$ cat src/lsu_pkg.sv
package lsu_pkg;

  // --------------------------------------------------
  // Widths
  // --------------------------------------------------
  parameter int XLEN        = 64;
  parameter int ADDR_W      = 32;
  parameter int CMT_ID_W    = 6;
  parameter int DWORD_BYTES = 8;
  parameter int DW_OFS_W    = $clog2(DWORD_BYTES);

  typedef logic [XLEN-1:0]        xlen_t;
  typedef logic [ADDR_W-1:0]      addr_t;
  typedef logic [CMT_ID_W-1:0]    cmt_id_t;
  typedef logic [31:0]            inst_t;
  typedef logic [DWORD_BYTES-1:0] byte_en_t;
  typedef logic [4:0]             reg_idx_t;

  // --------------------------------------------------
  // Encodings
  // --------------------------------------------------
  typedef enum logic [2:0] {
    OP_NONE,
    OP_LOAD,
    OP_STORE,
    OP_FENCE,
    OP_FENCE_I,
    OP_ILLEGAL
  } mem_op_t;

  typedef enum logic [1:0] {
    SIZE_B,
    SIZE_H,
    SIZE_W,
    SIZE_DW
  } mem_size_t;

  typedef enum logic [1:0] {
    EXC_NONE,
    EXC_LOAD_MISALIGN,
    EXC_STORE_MISALIGN,
    EXC_ILLEGAL_INST
  } except_t;

  // --------------------------------------------------
  // Bundles
  // --------------------------------------------------
  typedef struct packed {
    logic    valid;
    cmt_id_t cmt_id;
    inst_t   inst;
    xlen_t   rs1_data;
    xlen_t   rs2_data;
  } lsu_issue_t;

  typedef struct packed {
    mem_op_t   op;
    mem_size_t size;
    logic      is_signed;
    xlen_t     imm;
    reg_idx_t  rd;
  } lsu_ctrl_t;

  // Address is always doubleword aligned
  typedef struct packed {
    logic  valid;
    addr_t addr;
  } rd_req_t;

  // Data and byte enables already placed on their lanes
  typedef struct packed {
    addr_t    addr;
    byte_en_t byte_en;
    xlen_t    data;
  } st_entry_t;

  typedef struct packed {
    logic    valid;
    cmt_id_t cmt_id;
    logic    except_valid;
    except_t except_type;
    xlen_t   tval;
  } done_t;

  typedef struct packed {
    logic     valid;
    reg_idx_t rd;
    xlen_t    data;
  } rf_wr_t;

  typedef struct packed {
    addr_t    adr;
    xlen_t    dat;
    byte_en_t sel;
  } dm_wr_t;

endpackage

$ cat src/lsu_decoder.sv
`timescale 1ns/1ps

module lsu_decoder (
  input  lsu_pkg::inst_t     i_inst,
  output lsu_pkg::lsu_ctrl_t o_ctrl
);

  localparam logic [6:0] OPC_LOAD     = 7'b0000011;
  localparam logic [6:0] OPC_STORE    = 7'b0100011;
  localparam logic [6:0] OPC_MISC_MEM = 7'b0001111;

  logic [6:0] w_opcode;
  logic [2:0] w_funct3;

  assign w_opcode = i_inst[6:0];
  assign w_funct3 = i_inst[14:12];

  always_comb begin
    o_ctrl.op        = lsu_pkg::OP_ILLEGAL;
    o_ctrl.size      = lsu_pkg::mem_size_t'(w_funct3[1:0]);
    o_ctrl.is_signed = ~w_funct3[2];
    // I-type immediate by default
    o_ctrl.imm       = {{52{i_inst[31]}}, i_inst[31:20]};
    o_ctrl.rd        = '0;
    case (w_opcode)
      OPC_LOAD: begin
        // funct3 111 has no load
        if (w_funct3 != 3'b111) begin
          o_ctrl.op = lsu_pkg::OP_LOAD;
          o_ctrl.rd = i_inst[11:7];
        end
      end
      OPC_STORE: begin
        if (!w_funct3[2]) begin
          o_ctrl.op = lsu_pkg::OP_STORE;
        end
        o_ctrl.imm = {{52{i_inst[31]}}, i_inst[31:25], i_inst[11:7]};
      end
      OPC_MISC_MEM: begin
        if (w_funct3 == 3'b000) begin
          o_ctrl.op = lsu_pkg::OP_FENCE;
        end else if (w_funct3 == 3'b001) begin
          o_ctrl.op = lsu_pkg::OP_FENCE_I;
        end
      end
      default: begin
        o_ctrl.op = lsu_pkg::OP_ILLEGAL;
      end
    endcase
  end

endmodule

$ cat src/lsu_agu.sv
`timescale 1ns/1ps

module lsu_agu (
  input  logic               i_valid,
  input  lsu_pkg::lsu_ctrl_t i_ctrl,
  input  lsu_pkg::xlen_t     i_rs1,
  output lsu_pkg::addr_t     o_addr,
  output lsu_pkg::except_t   o_except,
  output lsu_pkg::rd_req_t   o_rd_req
);

  logic w_misalign;

  // Physical address, upper bits of rs1 are ignored
  assign o_addr = i_rs1[lsu_pkg::ADDR_W-1:0] + i_ctrl.imm[lsu_pkg::ADDR_W-1:0];

  always_comb begin
    case (i_ctrl.size)
      lsu_pkg::SIZE_H:  w_misalign = o_addr[0];
      lsu_pkg::SIZE_W:  w_misalign = |o_addr[1:0];
      lsu_pkg::SIZE_DW: w_misalign = |o_addr[2:0];
      default:          w_misalign = 1'b0;
    endcase
  end

  always_comb begin
    o_except = lsu_pkg::EXC_NONE;
    if (i_ctrl.op == lsu_pkg::OP_ILLEGAL) begin
      o_except = lsu_pkg::EXC_ILLEGAL_INST;
    end else if (w_misalign && (i_ctrl.op == lsu_pkg::OP_LOAD)) begin
      o_except = lsu_pkg::EXC_LOAD_MISALIGN;
    end else if (w_misalign && (i_ctrl.op == lsu_pkg::OP_STORE)) begin
      o_except = lsu_pkg::EXC_STORE_MISALIGN;
    end
  end

  // Doubleword read, data comes back in the next cycle
  assign o_rd_req.valid = i_valid && (i_ctrl.op == lsu_pkg::OP_LOAD) &&
                          (o_except == lsu_pkg::EXC_NONE);
  assign o_rd_req.addr  = {o_addr[lsu_pkg::ADDR_W-1:lsu_pkg::DW_OFS_W],
                           {lsu_pkg::DW_OFS_W{1'b0}}};

endmodule

$ cat src/lsu_load_align.sv
`timescale 1ns/1ps

module lsu_load_align (
  input  lsu_pkg::lsu_ctrl_t i_ctrl,
  input  lsu_pkg::addr_t     i_addr,
  input  lsu_pkg::xlen_t     i_mem_data,
  input  lsu_pkg::byte_en_t  i_fwd_en,
  input  lsu_pkg::xlen_t     i_fwd_data,
  output lsu_pkg::xlen_t     o_data
);

  lsu_pkg::xlen_t w_merged;
  lsu_pkg::xlen_t w_shifted;

  // --------------------------------------------------
  // Lane merge
  // --------------------------------------------------
  always_comb begin
    for (int b = 0; b < lsu_pkg::DWORD_BYTES; b++) begin
      if (i_fwd_en[b]) begin
        w_merged[b*8 +: 8] = i_fwd_data[b*8 +: 8];
      end else begin
        w_merged[b*8 +: 8] = i_mem_data[b*8 +: 8];
      end
    end
  end

  // Bring the addressed byte down to lane 0
  assign w_shifted = w_merged >> {i_addr[lsu_pkg::DW_OFS_W-1:0], 3'b000};

  // --------------------------------------------------
  // Size and extension
  // --------------------------------------------------
  always_comb begin
    case (i_ctrl.size)
      lsu_pkg::SIZE_B: begin
        if (i_ctrl.is_signed) begin
          o_data = {{56{w_shifted[7]}}, w_shifted[7:0]};
        end else begin
          o_data = {56'h0, w_shifted[7:0]};
        end
      end
      lsu_pkg::SIZE_H: begin
        if (i_ctrl.is_signed) begin
          o_data = {{48{w_shifted[15]}}, w_shifted[15:0]};
        end else begin
          o_data = {48'h0, w_shifted[15:0]};
        end
      end
      lsu_pkg::SIZE_W: begin
        if (i_ctrl.is_signed) begin
          o_data = {{32{w_shifted[31]}}, w_shifted[31:0]};
        end else begin
          o_data = {32'h0, w_shifted[31:0]};
        end
      end
      default: begin
        o_data = w_shifted;
      end
    endcase
  end

endmodule

$ cat src/lsu_store_buffer.sv
`timescale 1ns/1ps

module lsu_store_buffer #(
  parameter int SB_DEPTH = 4
) (
  input  logic                i_clk,
  input  logic                i_reset_n,
  input  logic                i_push,
  input  lsu_pkg::st_entry_t  i_entry,
  input  lsu_pkg::addr_t      i_fwd_addr,
  output lsu_pkg::byte_en_t   o_fwd_en,
  output lsu_pkg::xlen_t      o_fwd_data,
  output logic                o_space_ok,
  output logic                o_dm_cyc,
  output logic                o_dm_stb,
  output logic                o_dm_we,
  output lsu_pkg::dm_wr_t     o_dm_wr,
  input  logic                i_dm_ack
);

  localparam int CNT_W = $clog2(SB_DEPTH + 1);
  // New op plus stores that may sit in EX1 and EX2
  localparam int SPACE_NEED = 3;

  // Entry 0 is the oldest store
  lsu_pkg::st_entry_t r_entries [SB_DEPTH];
  logic [CNT_W-1:0]   r_count;
  logic [CNT_W-1:0]   w_push_idx;
  logic               w_busy;
  logic               w_pop;

  assign w_busy     = (r_count != '0);
  assign w_pop      = w_busy && i_dm_ack;
  assign w_push_idx = w_pop ? (r_count - 1'b1) : r_count;
  assign o_space_ok = ((CNT_W'(SB_DEPTH) - r_count) >= CNT_W'(SPACE_NEED));

  always_ff @(posedge i_clk or negedge i_reset_n) begin
    if (!i_reset_n) begin
      r_count <= '0;
    end else begin
      r_count <= r_count + CNT_W'(i_push) - CNT_W'(w_pop);
    end
  end

  // Shift on pop, younger entries move one slot toward the head
  always_ff @(posedge i_clk) begin
    for (int i = 0; i < SB_DEPTH; i++) begin
      if (i_push && (CNT_W'(i) == w_push_idx)) begin
        r_entries[i] <= i_entry;
      end else if (w_pop && (i < SB_DEPTH - 1)) begin
        r_entries[i] <= r_entries[i+1];
      end
    end
  end

  // --------------------------------------------------
  // Forwarding lookup
  // --------------------------------------------------
  // Walk oldest to youngest so younger bytes win
  always_comb begin
    o_fwd_en   = '0;
    o_fwd_data = '0;
    for (int i = 0; i < SB_DEPTH; i++) begin
      if ((CNT_W'(i) < r_count) &&
          (r_entries[i].addr[lsu_pkg::ADDR_W-1:lsu_pkg::DW_OFS_W] ==
           i_fwd_addr[lsu_pkg::ADDR_W-1:lsu_pkg::DW_OFS_W])) begin
        for (int b = 0; b < lsu_pkg::DWORD_BYTES; b++) begin
          if (r_entries[i].byte_en[b]) begin
            o_fwd_en[b]          = 1'b1;
            o_fwd_data[b*8 +: 8] = r_entries[i].data[b*8 +: 8];
          end
        end
      end
    end
  end

  // --------------------------------------------------
  // Wishbone drain
  // --------------------------------------------------
  assign o_dm_cyc    = w_busy;
  assign o_dm_stb    = w_busy;
  assign o_dm_we     = w_busy;
  assign o_dm_wr.adr = r_entries[0].addr;
  assign o_dm_wr.dat = r_entries[0].data;
  assign o_dm_wr.sel = r_entries[0].byte_en;

  a_no_push_full: assert property (
    @(posedge i_clk) disable iff (!i_reset_n)
    i_push |-> (r_count != CNT_W'(SB_DEPTH))
  );

  a_drain_stable: assert property (
    @(posedge i_clk) disable iff (!i_reset_n)
    (o_dm_stb && !i_dm_ack) |=> (o_dm_stb && $stable(o_dm_wr))
  );

endmodule

$ cat src/lsu_fence_i_wait.sv
`timescale 1ns/1ps

module lsu_fence_i_wait (
  input  logic             i_clk,
  input  logic             i_reset_n,
  input  logic             i_done_fence_i,
  input  lsu_pkg::cmt_id_t i_cmt_id,
  input  logic             i_commit_valid,
  input  lsu_pkg::cmt_id_t i_commit_id,
  output logic             o_fence_i
);

  logic             r_wait;
  lsu_pkg::cmt_id_t r_cmt_id;
  logic             w_match;

  assign w_match   = r_wait && i_commit_valid && (i_commit_id == r_cmt_id);
  assign o_fence_i = w_match;

  always_ff @(posedge i_clk or negedge i_reset_n) begin
    if (!i_reset_n) begin
      r_wait <= 1'b0;
    end else if (i_done_fence_i) begin
      r_wait <= 1'b1;
    end else if (w_match) begin
      r_wait <= 1'b0;
    end
  end

  always_ff @(posedge i_clk) begin
    if (i_done_fence_i) begin
      r_cmt_id <= i_cmt_id;
    end
  end

  a_single_wait: assert property (
    @(posedge i_clk) disable iff (!i_reset_n)
    i_done_fence_i |-> (!r_wait || w_match)
  );

endmodule

$ cat src/lsu_pipe.sv
`timescale 1ns/1ps

module lsu_pipe #(
  parameter int SB_DEPTH = 4
) (
  input  logic                i_clk,
  input  logic                i_reset_n,
  input  lsu_pkg::lsu_issue_t i_issue,
  output logic                o_issue_ready,
  input  logic                i_flush,
  input  logic                i_commit_valid,
  input  lsu_pkg::cmt_id_t    i_commit_id,
  output lsu_pkg::rd_req_t    o_rd_req,
  input  lsu_pkg::xlen_t      i_rd_data,
  output logic                o_dm_cyc,
  output logic                o_dm_stb,
  output logic                o_dm_we,
  output lsu_pkg::dm_wr_t     o_dm_wr,
  input  logic                i_dm_ack,
  output lsu_pkg::done_t      o_done,
  output lsu_pkg::rf_wr_t     o_rf_wr,
  output logic                o_fence_i
);

  // EX0
  lsu_pkg::lsu_ctrl_t w_ex0_ctrl;
  logic               w_ex0_fire;
  // EX1
  logic               r_ex1_valid;
  lsu_pkg::cmt_id_t   r_ex1_cmt_id;
  lsu_pkg::lsu_ctrl_t r_ex1_ctrl;
  lsu_pkg::xlen_t     r_ex1_rs1;
  lsu_pkg::xlen_t     r_ex1_rs2;
  lsu_pkg::addr_t     w_ex1_addr;
  lsu_pkg::except_t   w_ex1_except;
  // EX2
  logic               r_ex2_valid;
  lsu_pkg::cmt_id_t   r_ex2_cmt_id;
  lsu_pkg::lsu_ctrl_t r_ex2_ctrl;
  lsu_pkg::addr_t     r_ex2_addr;
  lsu_pkg::except_t   r_ex2_except;
  lsu_pkg::xlen_t     r_ex2_rs2;
  lsu_pkg::byte_en_t  w_ex2_fwd_en;
  lsu_pkg::xlen_t     w_ex2_fwd_data;
  lsu_pkg::xlen_t     w_ex2_load_data;
  lsu_pkg::byte_en_t  w_ex2_size_mask;
  lsu_pkg::st_entry_t w_ex2_st_entry;
  logic               w_ex2_push;
  // EX3
  logic               r_ex3_valid;
  lsu_pkg::cmt_id_t   r_ex3_cmt_id;
  lsu_pkg::lsu_ctrl_t r_ex3_ctrl;
  lsu_pkg::addr_t     r_ex3_addr;
  lsu_pkg::except_t   r_ex3_except;
  lsu_pkg::xlen_t     r_ex3_data;

  // --------------------------------------------------
  // Stage valids, flush kills EX0 to EX2
  // --------------------------------------------------
  assign w_ex0_fire = i_issue.valid && o_issue_ready && !i_flush;

  always_ff @(posedge i_clk or negedge i_reset_n) begin
    if (!i_reset_n) begin
      r_ex1_valid <= 1'b0;
      r_ex2_valid <= 1'b0;
      r_ex3_valid <= 1'b0;
    end else begin
      r_ex1_valid <= w_ex0_fire;
      r_ex2_valid <= r_ex1_valid && !i_flush;
      r_ex3_valid <= r_ex2_valid && !i_flush;
    end
  end

  always_ff @(posedge i_clk) begin
    r_ex1_cmt_id <= i_issue.cmt_id;
    r_ex1_ctrl   <= w_ex0_ctrl;
    r_ex1_rs1    <= i_issue.rs1_data;
    r_ex1_rs2    <= i_issue.rs2_data;
    r_ex2_cmt_id <= r_ex1_cmt_id;
    r_ex2_ctrl   <= r_ex1_ctrl;
    r_ex2_addr   <= w_ex1_addr;
    r_ex2_except <= w_ex1_except;
    r_ex2_rs2    <= r_ex1_rs2;
    r_ex3_cmt_id <= r_ex2_cmt_id;
    r_ex3_ctrl   <= r_ex2_ctrl;
    r_ex3_addr   <= r_ex2_addr;
    r_ex3_except <= r_ex2_except;
    r_ex3_data   <= w_ex2_load_data;
  end

  lsu_decoder u_decoder (
    .i_inst (i_issue.inst),
    .o_ctrl (w_ex0_ctrl)
  );

  lsu_agu u_agu (
    .i_valid  (r_ex1_valid),
    .i_ctrl   (r_ex1_ctrl),
    .i_rs1    (r_ex1_rs1),
    .o_addr   (w_ex1_addr),
    .o_except (w_ex1_except),
    .o_rd_req (o_rd_req)
  );

  lsu_load_align u_load_align (
    .i_ctrl     (r_ex2_ctrl),
    .i_addr     (r_ex2_addr),
    .i_mem_data (i_rd_data),
    .i_fwd_en   (w_ex2_fwd_en),
    .i_fwd_data (w_ex2_fwd_data),
    .o_data     (w_ex2_load_data)
  );

  // --------------------------------------------------
  // EX2 store lane placement
  // --------------------------------------------------
  always_comb begin
    case (r_ex2_ctrl.size)
      lsu_pkg::SIZE_B: w_ex2_size_mask = 8'h01;
      lsu_pkg::SIZE_H: w_ex2_size_mask = 8'h03;
      lsu_pkg::SIZE_W: w_ex2_size_mask = 8'h0f;
      default:         w_ex2_size_mask = 8'hff;
    endcase
  end

  assign w_ex2_st_entry.addr    = {r_ex2_addr[lsu_pkg::ADDR_W-1:lsu_pkg::DW_OFS_W],
                                   {lsu_pkg::DW_OFS_W{1'b0}}};
  assign w_ex2_st_entry.byte_en = w_ex2_size_mask << r_ex2_addr[lsu_pkg::DW_OFS_W-1:0];
  assign w_ex2_st_entry.data    = r_ex2_rs2 << {r_ex2_addr[lsu_pkg::DW_OFS_W-1:0], 3'b000};
  assign w_ex2_push             = r_ex2_valid && !i_flush &&
                                  (r_ex2_ctrl.op == lsu_pkg::OP_STORE) &&
                                  (r_ex2_except == lsu_pkg::EXC_NONE);

  lsu_store_buffer #(
    .SB_DEPTH (SB_DEPTH)
  ) u_store_buffer (
    .i_clk      (i_clk),
    .i_reset_n  (i_reset_n),
    .i_push     (w_ex2_push),
    .i_entry    (w_ex2_st_entry),
    .i_fwd_addr (r_ex2_addr),
    .o_fwd_en   (w_ex2_fwd_en),
    .o_fwd_data (w_ex2_fwd_data),
    .o_space_ok (o_issue_ready),
    .o_dm_cyc   (o_dm_cyc),
    .o_dm_stb   (o_dm_stb),
    .o_dm_we    (o_dm_we),
    .o_dm_wr    (o_dm_wr),
    .i_dm_ack   (i_dm_ack)
  );

  // --------------------------------------------------
  // EX3 reporting
  // --------------------------------------------------
  assign o_done.valid        = r_ex3_valid;
  assign o_done.cmt_id       = r_ex3_cmt_id;
  assign o_done.except_valid = (r_ex3_except != lsu_pkg::EXC_NONE);
  assign o_done.except_type  = r_ex3_except;
  assign o_done.tval         = {{(lsu_pkg::XLEN - lsu_pkg::ADDR_W){1'b0}}, r_ex3_addr};

  // x0 is never written
  assign o_rf_wr.valid = r_ex3_valid && (r_ex3_ctrl.op == lsu_pkg::OP_LOAD) &&
                         (r_ex3_except == lsu_pkg::EXC_NONE) && (r_ex3_ctrl.rd != '0);
  assign o_rf_wr.rd    = r_ex3_ctrl.rd;
  assign o_rf_wr.data  = r_ex3_data;

  lsu_fence_i_wait u_fence_i_wait (
    .i_clk          (i_clk),
    .i_reset_n      (i_reset_n),
    .i_done_fence_i (r_ex3_valid && (r_ex3_ctrl.op == lsu_pkg::OP_FENCE_I)),
    .i_cmt_id       (r_ex3_cmt_id),
    .i_commit_valid (i_commit_valid),
    .i_commit_id    (i_commit_id),
    .o_fence_i      (o_fence_i)
  );

endmodule

$ cat config.mk
export PLATFORM = sky130hd
export DESIGN_NAME = lsu_pipe
export DESIGN_NICKNAME = d
export VERILOG_FILES = /design/src/lsu_pkg.sv /design/src/lsu_decoder.sv /design/src/lsu_agu.sv /design/src/lsu_load_align.sv /design/src/lsu_store_buffer.sv /design/src/lsu_fence_i_wait.sv /design/src/lsu_pipe.sv
export SDC_FILE = /design/constraint.sdc
export NUM_CORES = 2
export LEC_CHECK = 0
export ABC_AREA = 0
export ABC_CLOCK_PERIOD_IN_PS = 14100
export BUFFER_PORTS_ARGS = -buffer_cell sky130_fd_sc_hd__buf_2
export CAP_MARGIN = 20
export CORE_AREA = 8 8 238 297
export CTS_CLUSTER_DIAMETER = 150
export DETAILED_ROUTE_END_ITERATION = 12
export DIE_AREA = 0 0 246 305
export PLACE_DENSITY_LB_ADDON = 0.2
export SLEW_MARGIN = 15
export SYNTH_ARGS = -nofsm -noshare
export SYNTH_HDL_FRONTEND = slang
export SYNTH_SLANG_ARGS = --single-unit
$ cat constraint.sdc
create_clock -name i_clk -period 14.1 [get_ports i_clk]
set_input_delay 4.23 -clock i_clk [delete_from_list [all_inputs] [get_ports i_clk]]
set_output_delay 4.23 -clock i_clk [all_outputs]
set_load 0.005 [all_outputs]
==> out/qor.log <==
qor: outcome.result_of_the_run complete, no violations
qor: timing.max_transition_viols_final 0
qor: timing.slew_headroom 0.172
qor: worst_setup_path.crit_fanout 2
qor: grt.grt_remaining_overflow 0
qor: worst_setup_path.path_cells buf_2 -> xor2_1 -> nor2_1 -> nand4_1 -> nor4_1 -> buf_2
qor: power_and_ir_drop.power.share.combinational 0.153
qor: grt.global_route.usage.total 0.317
qor: floorplanning.floorplan.initialDensity 0.524
qor: route.dr.pass1.iters 6
qor: final_layout.postLayoutCellArea 40,000 um2
qor: worst_setup_path.startpoint_type primary input
qor: floorplanning.top_level_port_count 528
qor: worst_setup_path.worstSetupEndpointType output port
qor: final_layout.drive_above_1_share 0.181
qor: clocking.numCtsBuffers 76
qor: worst_setup_path.crit_path_frequent_cell sky130_fd_sc_hd__buf_2
qor: clocking.ctsHtreeMaxLevel 3
qor: synth.post_synthesis_cell_type_with_the_largest_combined_area sky130_fd_sc_hd__edfxtp_1
qor: power_and_ir_drop.sequentialPowerShare 0.470
qor: timing.timing.setup.tns 0 ns
qor: synth.yosys-top-cells-area sky130_fd_sc_hd__edfxtp_1 (36%), sky130_fd_sc_hd__dfxtp_1 (20%), sky130_fd_sc_hd__nand2_1 (7.1%), sky130_fd_sc_hd__nor2_1 (4.4%), sky130_fd_sc_hd__xnor2_1 (2.2%)
qor: timing.final.min_clock_period 9.30 ns
qor: worst_setup_path.worstSetupPathType primary input to output port
qor: placed_design.gp_congestion 0.989
qor: synth.ys_seq_elements 769
qor: clocking.clock_tree_from_tritoncts yes
qor: placed_design.dp.final_hpwl 90.0 mm
qor: route.dr.first_iter.drc_count 3,099
qor: clocking.maximum_clock_insertion_buffer_count 3
qor: final_layout.mostFrequentLayoutCell sky130_fd_sc_hd__nand2_1
qor: route.maxUsedRoutingLayer met5
qor: timing.fin_crit_sh 0.660
qor: route.ant_nets 0
qor: placed_design.numPortBuffers 452
qor: clocking.postCtsSetupRepairBufs 0
qor: final_layout.final_net_count 4,137
qor: clocking.postCtsResizedCells 0
qor: clocking.clock_insertion_delay_worst_skew 0.64 ns
qor: route.post_drt_via_cell_ratio 5.97
qor: final_layout.p_r_area_growth_vs_syn 15.4%
qor: floorplanning.die_extent_in_x 246 um
qor: power_and_ir_drop.clockPowerShare 0.376
qor: power_and_ir_drop.report.power.total 5.61 mW
qor: timing.report.final.setup_viol 0
qor: grt.grt_first_pass_wirelength 178 mm
qor: floorplanning.die_outline_area 75,000 um2
qor: route.detail_route.wirelength 124 mm
qor: power_and_ir_drop.irDropWorstVdd 108 uV
qor: synth.yosys_warnings 0
qor: final_layout.commonest_non_fill_non_tap_cells_in_the_layout sky130_fd_sc_hd__nand2_1 (653), sky130_fd_sc_hd__buf_2 (452), sky130_fd_sc_hd__edfxtp_1 (410)
qor: hold_path.hold_class register to register
qor: placed_design.placedCellCount 4,638
qor: timing.finalClockSkew 0.0276 ns
qor: clocking.cts_root_buffer sky130_fd_sc_hd__clkbuf_16
qor: floorplanning.fp-row-count 106
qor: route.met2_length 57.9 mm
qor: route.post-route-drc-count 0
qor: power_and_ir_drop.power.net_switching 1.54 mW
qor: synth.synth_area 34,700 um2
qor: floorplanning.die_h 305 um
qor: clocking.number_of_sinks_driven_by_the_clock_tree 769
qor: worst_setup_path.crit_path_top_delay_cell sky130_fd_sc_hd__nor4_1
qor: worst_setup_path.critPathRequiredTime 9.87 ns
qor: route.wl_met1 43.6 mm
qor: synth.synth.avg_cell_area 9.89 um2
qor: power_and_ir_drop.intPower 4.07 mW
qor: synth.synth_sequential_area_ratio 0.564
qor: route.vias 28,600
qor: synth.synth_enable_flop_cells 410
qor: timing.fmax 0.108 GHz
qor: floorplanning.core_outline_area 66,200 um2
qor: worst_setup_path.critical_path.max_stage_delay 0.23 ns
qor: route.avgRoutedWirePerCell 25.9 um
qor: final_layout.finish.cell_count_without_fillers 4,783
qor: timing.rsz_0062_raised_after_global_routing false
qor: grt.vias_in_the_first_global_route 27,500
qor: clocking.hold_buffers 0
qor: grt.maximum_number_of_pins_on_one_net_before_global_route_repair 84
qor: timing.hold_viol 0
qor: worst_setup_path.arrival 5.07 ns
qor: synth.synthDominantCellAreaShare 0.355
qor: synth.synth_cell_types 94
qor: job.maxCapViolCount 0
qor: synth.synth_ff_type sky130_fd_sc_hd__edfxtp_1
qor: power_and_ir_drop.power-per-cell-area 140 nW/um2
qor: route.route.met3.wl 12.7 mm
qor: clocking.clk_pin_slew_worst_paths 0.06 ns
qor: placed_design.placed_area 37,400 um2
qor: power_and_ir_drop.cellLeakagePower 16.5 nW
qor: synth.async_reset_ff_frac 0.00910
qor: timing.slew_at_the_pin_closest_to_its_max_slew_limit 1.24 ns
qor: grt.number_of_antenna_violations_at_the_first_check_in_global_routing 4
qor: power_and_ir_drop.switching_share_of_power 0.274
qor: synth.post_synth_inst_count 3,505
[synthesized netlist by cell type (all sizes together) (6+ instances only)]
cell type and number:
edfxtp 410, a211oi 30, nor3 36, mux2i 59, a21o 21, o22ai 20
inv 103, o311ai 19, clkbuf 159, nand4b 10, a21oi 139, buf 113
o221ai 7, a221oi 32, a22oi 15, nand3 89, xor2 45, nor2 403
o311a 7, dfxtp 352, and2 31, dfrtp 7, o21ai 167, nand2b 49
mux2 31, a311oi 10, nand2 655, or2 9, nor2b 28, nand4 49
xnor2 87, or4 20, and4 14, o31ai 23, a32oi 8, and3 34
o21a 8, a22o 7, o21bai 6, a31oi 19, nor4 26, or3 6
ha 39, o211ai 23
[power groups by stage]
stage / clock [mW] / sequential, mW / combinational, mW
final: 2.11 / 2.64 / 0.861
after global routing: 2.22 / 2.65 / 0.931
after CTS: 2.14 / 2.64 / 0.850
after detailed placement: 0 / 2.68 / 0.845
after global placement: 0 / 2.68 / 0.832
after floorplan: 0 / 2.61 / 0.583
[cell families (layout without fill, tap and decap cells)]
kind of cell / after synthesis / in the layout / synth area share
AND/OR/NAND/NOR: 1478 / 1478 / 0.191
flip-flops: 769 / 769 / 0.564
AO/OA/AOI/OAI: 612 / 612 / 0.116
buffers and inverters: 377 / 751 / 0.0498
XOR/XNOR: 132 / 132 / 0.0334
multiplexers: 95 / 95 / 0.0304
adder cells (fa/ha/maj): 41 / 41 / 0.0152
other: 1 / 41 / 0.000108
[final timing paths]
check	startpoint	end	slack, ns	depth (start not counted)
worst max register to register	r_ex2_addr[28]	r_ex3_data[28]	8.07	12
max in group asynchronous	i_reset_n	u_store_buffer.r_count[0]	10.50	1
min in group asynchronous	i_reset_n	u_fence_i_wait.r_wait	3.43	1
worst max-delay path	i_commit_id[1]	o_fence_i	4.80	6
worst min register to register	r_ex2_cmt_id[4]	r_ex3_cmt_id[4]	0.32	0
worst min-delay path	r_ex2_cmt_id[4]	r_ex3_cmt_id[4]	0.32	0
[critical path, delay by kind of cell]
kind	cells	cell delay, ns
xor gates and xnor gates	1	0.13
and+or+nand+nor	3	0.42
buffers and inverters	2	0.28
[sequential cells by signal (all words and copies together), names as in the netlist]
| name | count |
|---|---|
| u_store_buffer.r_count | 3 |
| r_ex3_cmt_id | 6 |
| r_ex3_valid | 1 |
| r_ex2_ctrl | 11 |
| r_ex3_except | 2 |
| u_store_buffer.r_entries | 404 |
| r_ex3_addr | 32 |
| r_ex2_rs2 | 64 |
| r_ex2_cmt_id | 6 |
| r_ex1_ctrl | 23 |
| u_fence_i_wait.r_wait | 1 |
| r_ex1_cmt_id | 6 |
| r_ex1_valid | 1 |
| r_ex3_data | 64 |
| r_ex1_rs1 | 32 |
| o_rf_wr | 5 |
| r_ex1_rs2 | 64 |
| r_ex2_valid | 1 |
| r_ex3_ctrl | 3 |
| r_ex2_addr | 32 |
| r_ex2_except | 2 |
| u_fence_i_wait.r_cmt_id | 6 |
[stage by stage]
step | hold WS (ns) | utilization | setup slack [ns]
after floorplan | 0.310 | - | 1.43
after global placement | 0.310 | 0.565 | 4.73
after detailed placement | 0.312 | 0.565 | 4.79
after CTS | 0.318 | 0.604 | 4.79
after global routing | 0.320 | 0.605 | 4.71
final | 0.320 | 0.605 | 4.80
[layout make-up]
type                       instances  area [um2]
antenna                            3        7.51
clock buffer                     115        2370
clock inverter                    25         240
fill                            5736       26200
inverter                         105         394
multi-input combinational       2396       13700
sequential                       769       19500
tap                              864        1080
timing repair buffer             506        2690
[per-layer routing]
layer	GRT usage	up-vias
li1	-	12900
met1	0.368	13600
met2	0.515	1638
met3	0.0786	374
met4	0.210	4
met5	0	-
No activity file was read; power rests on OpenSTA's default activity.
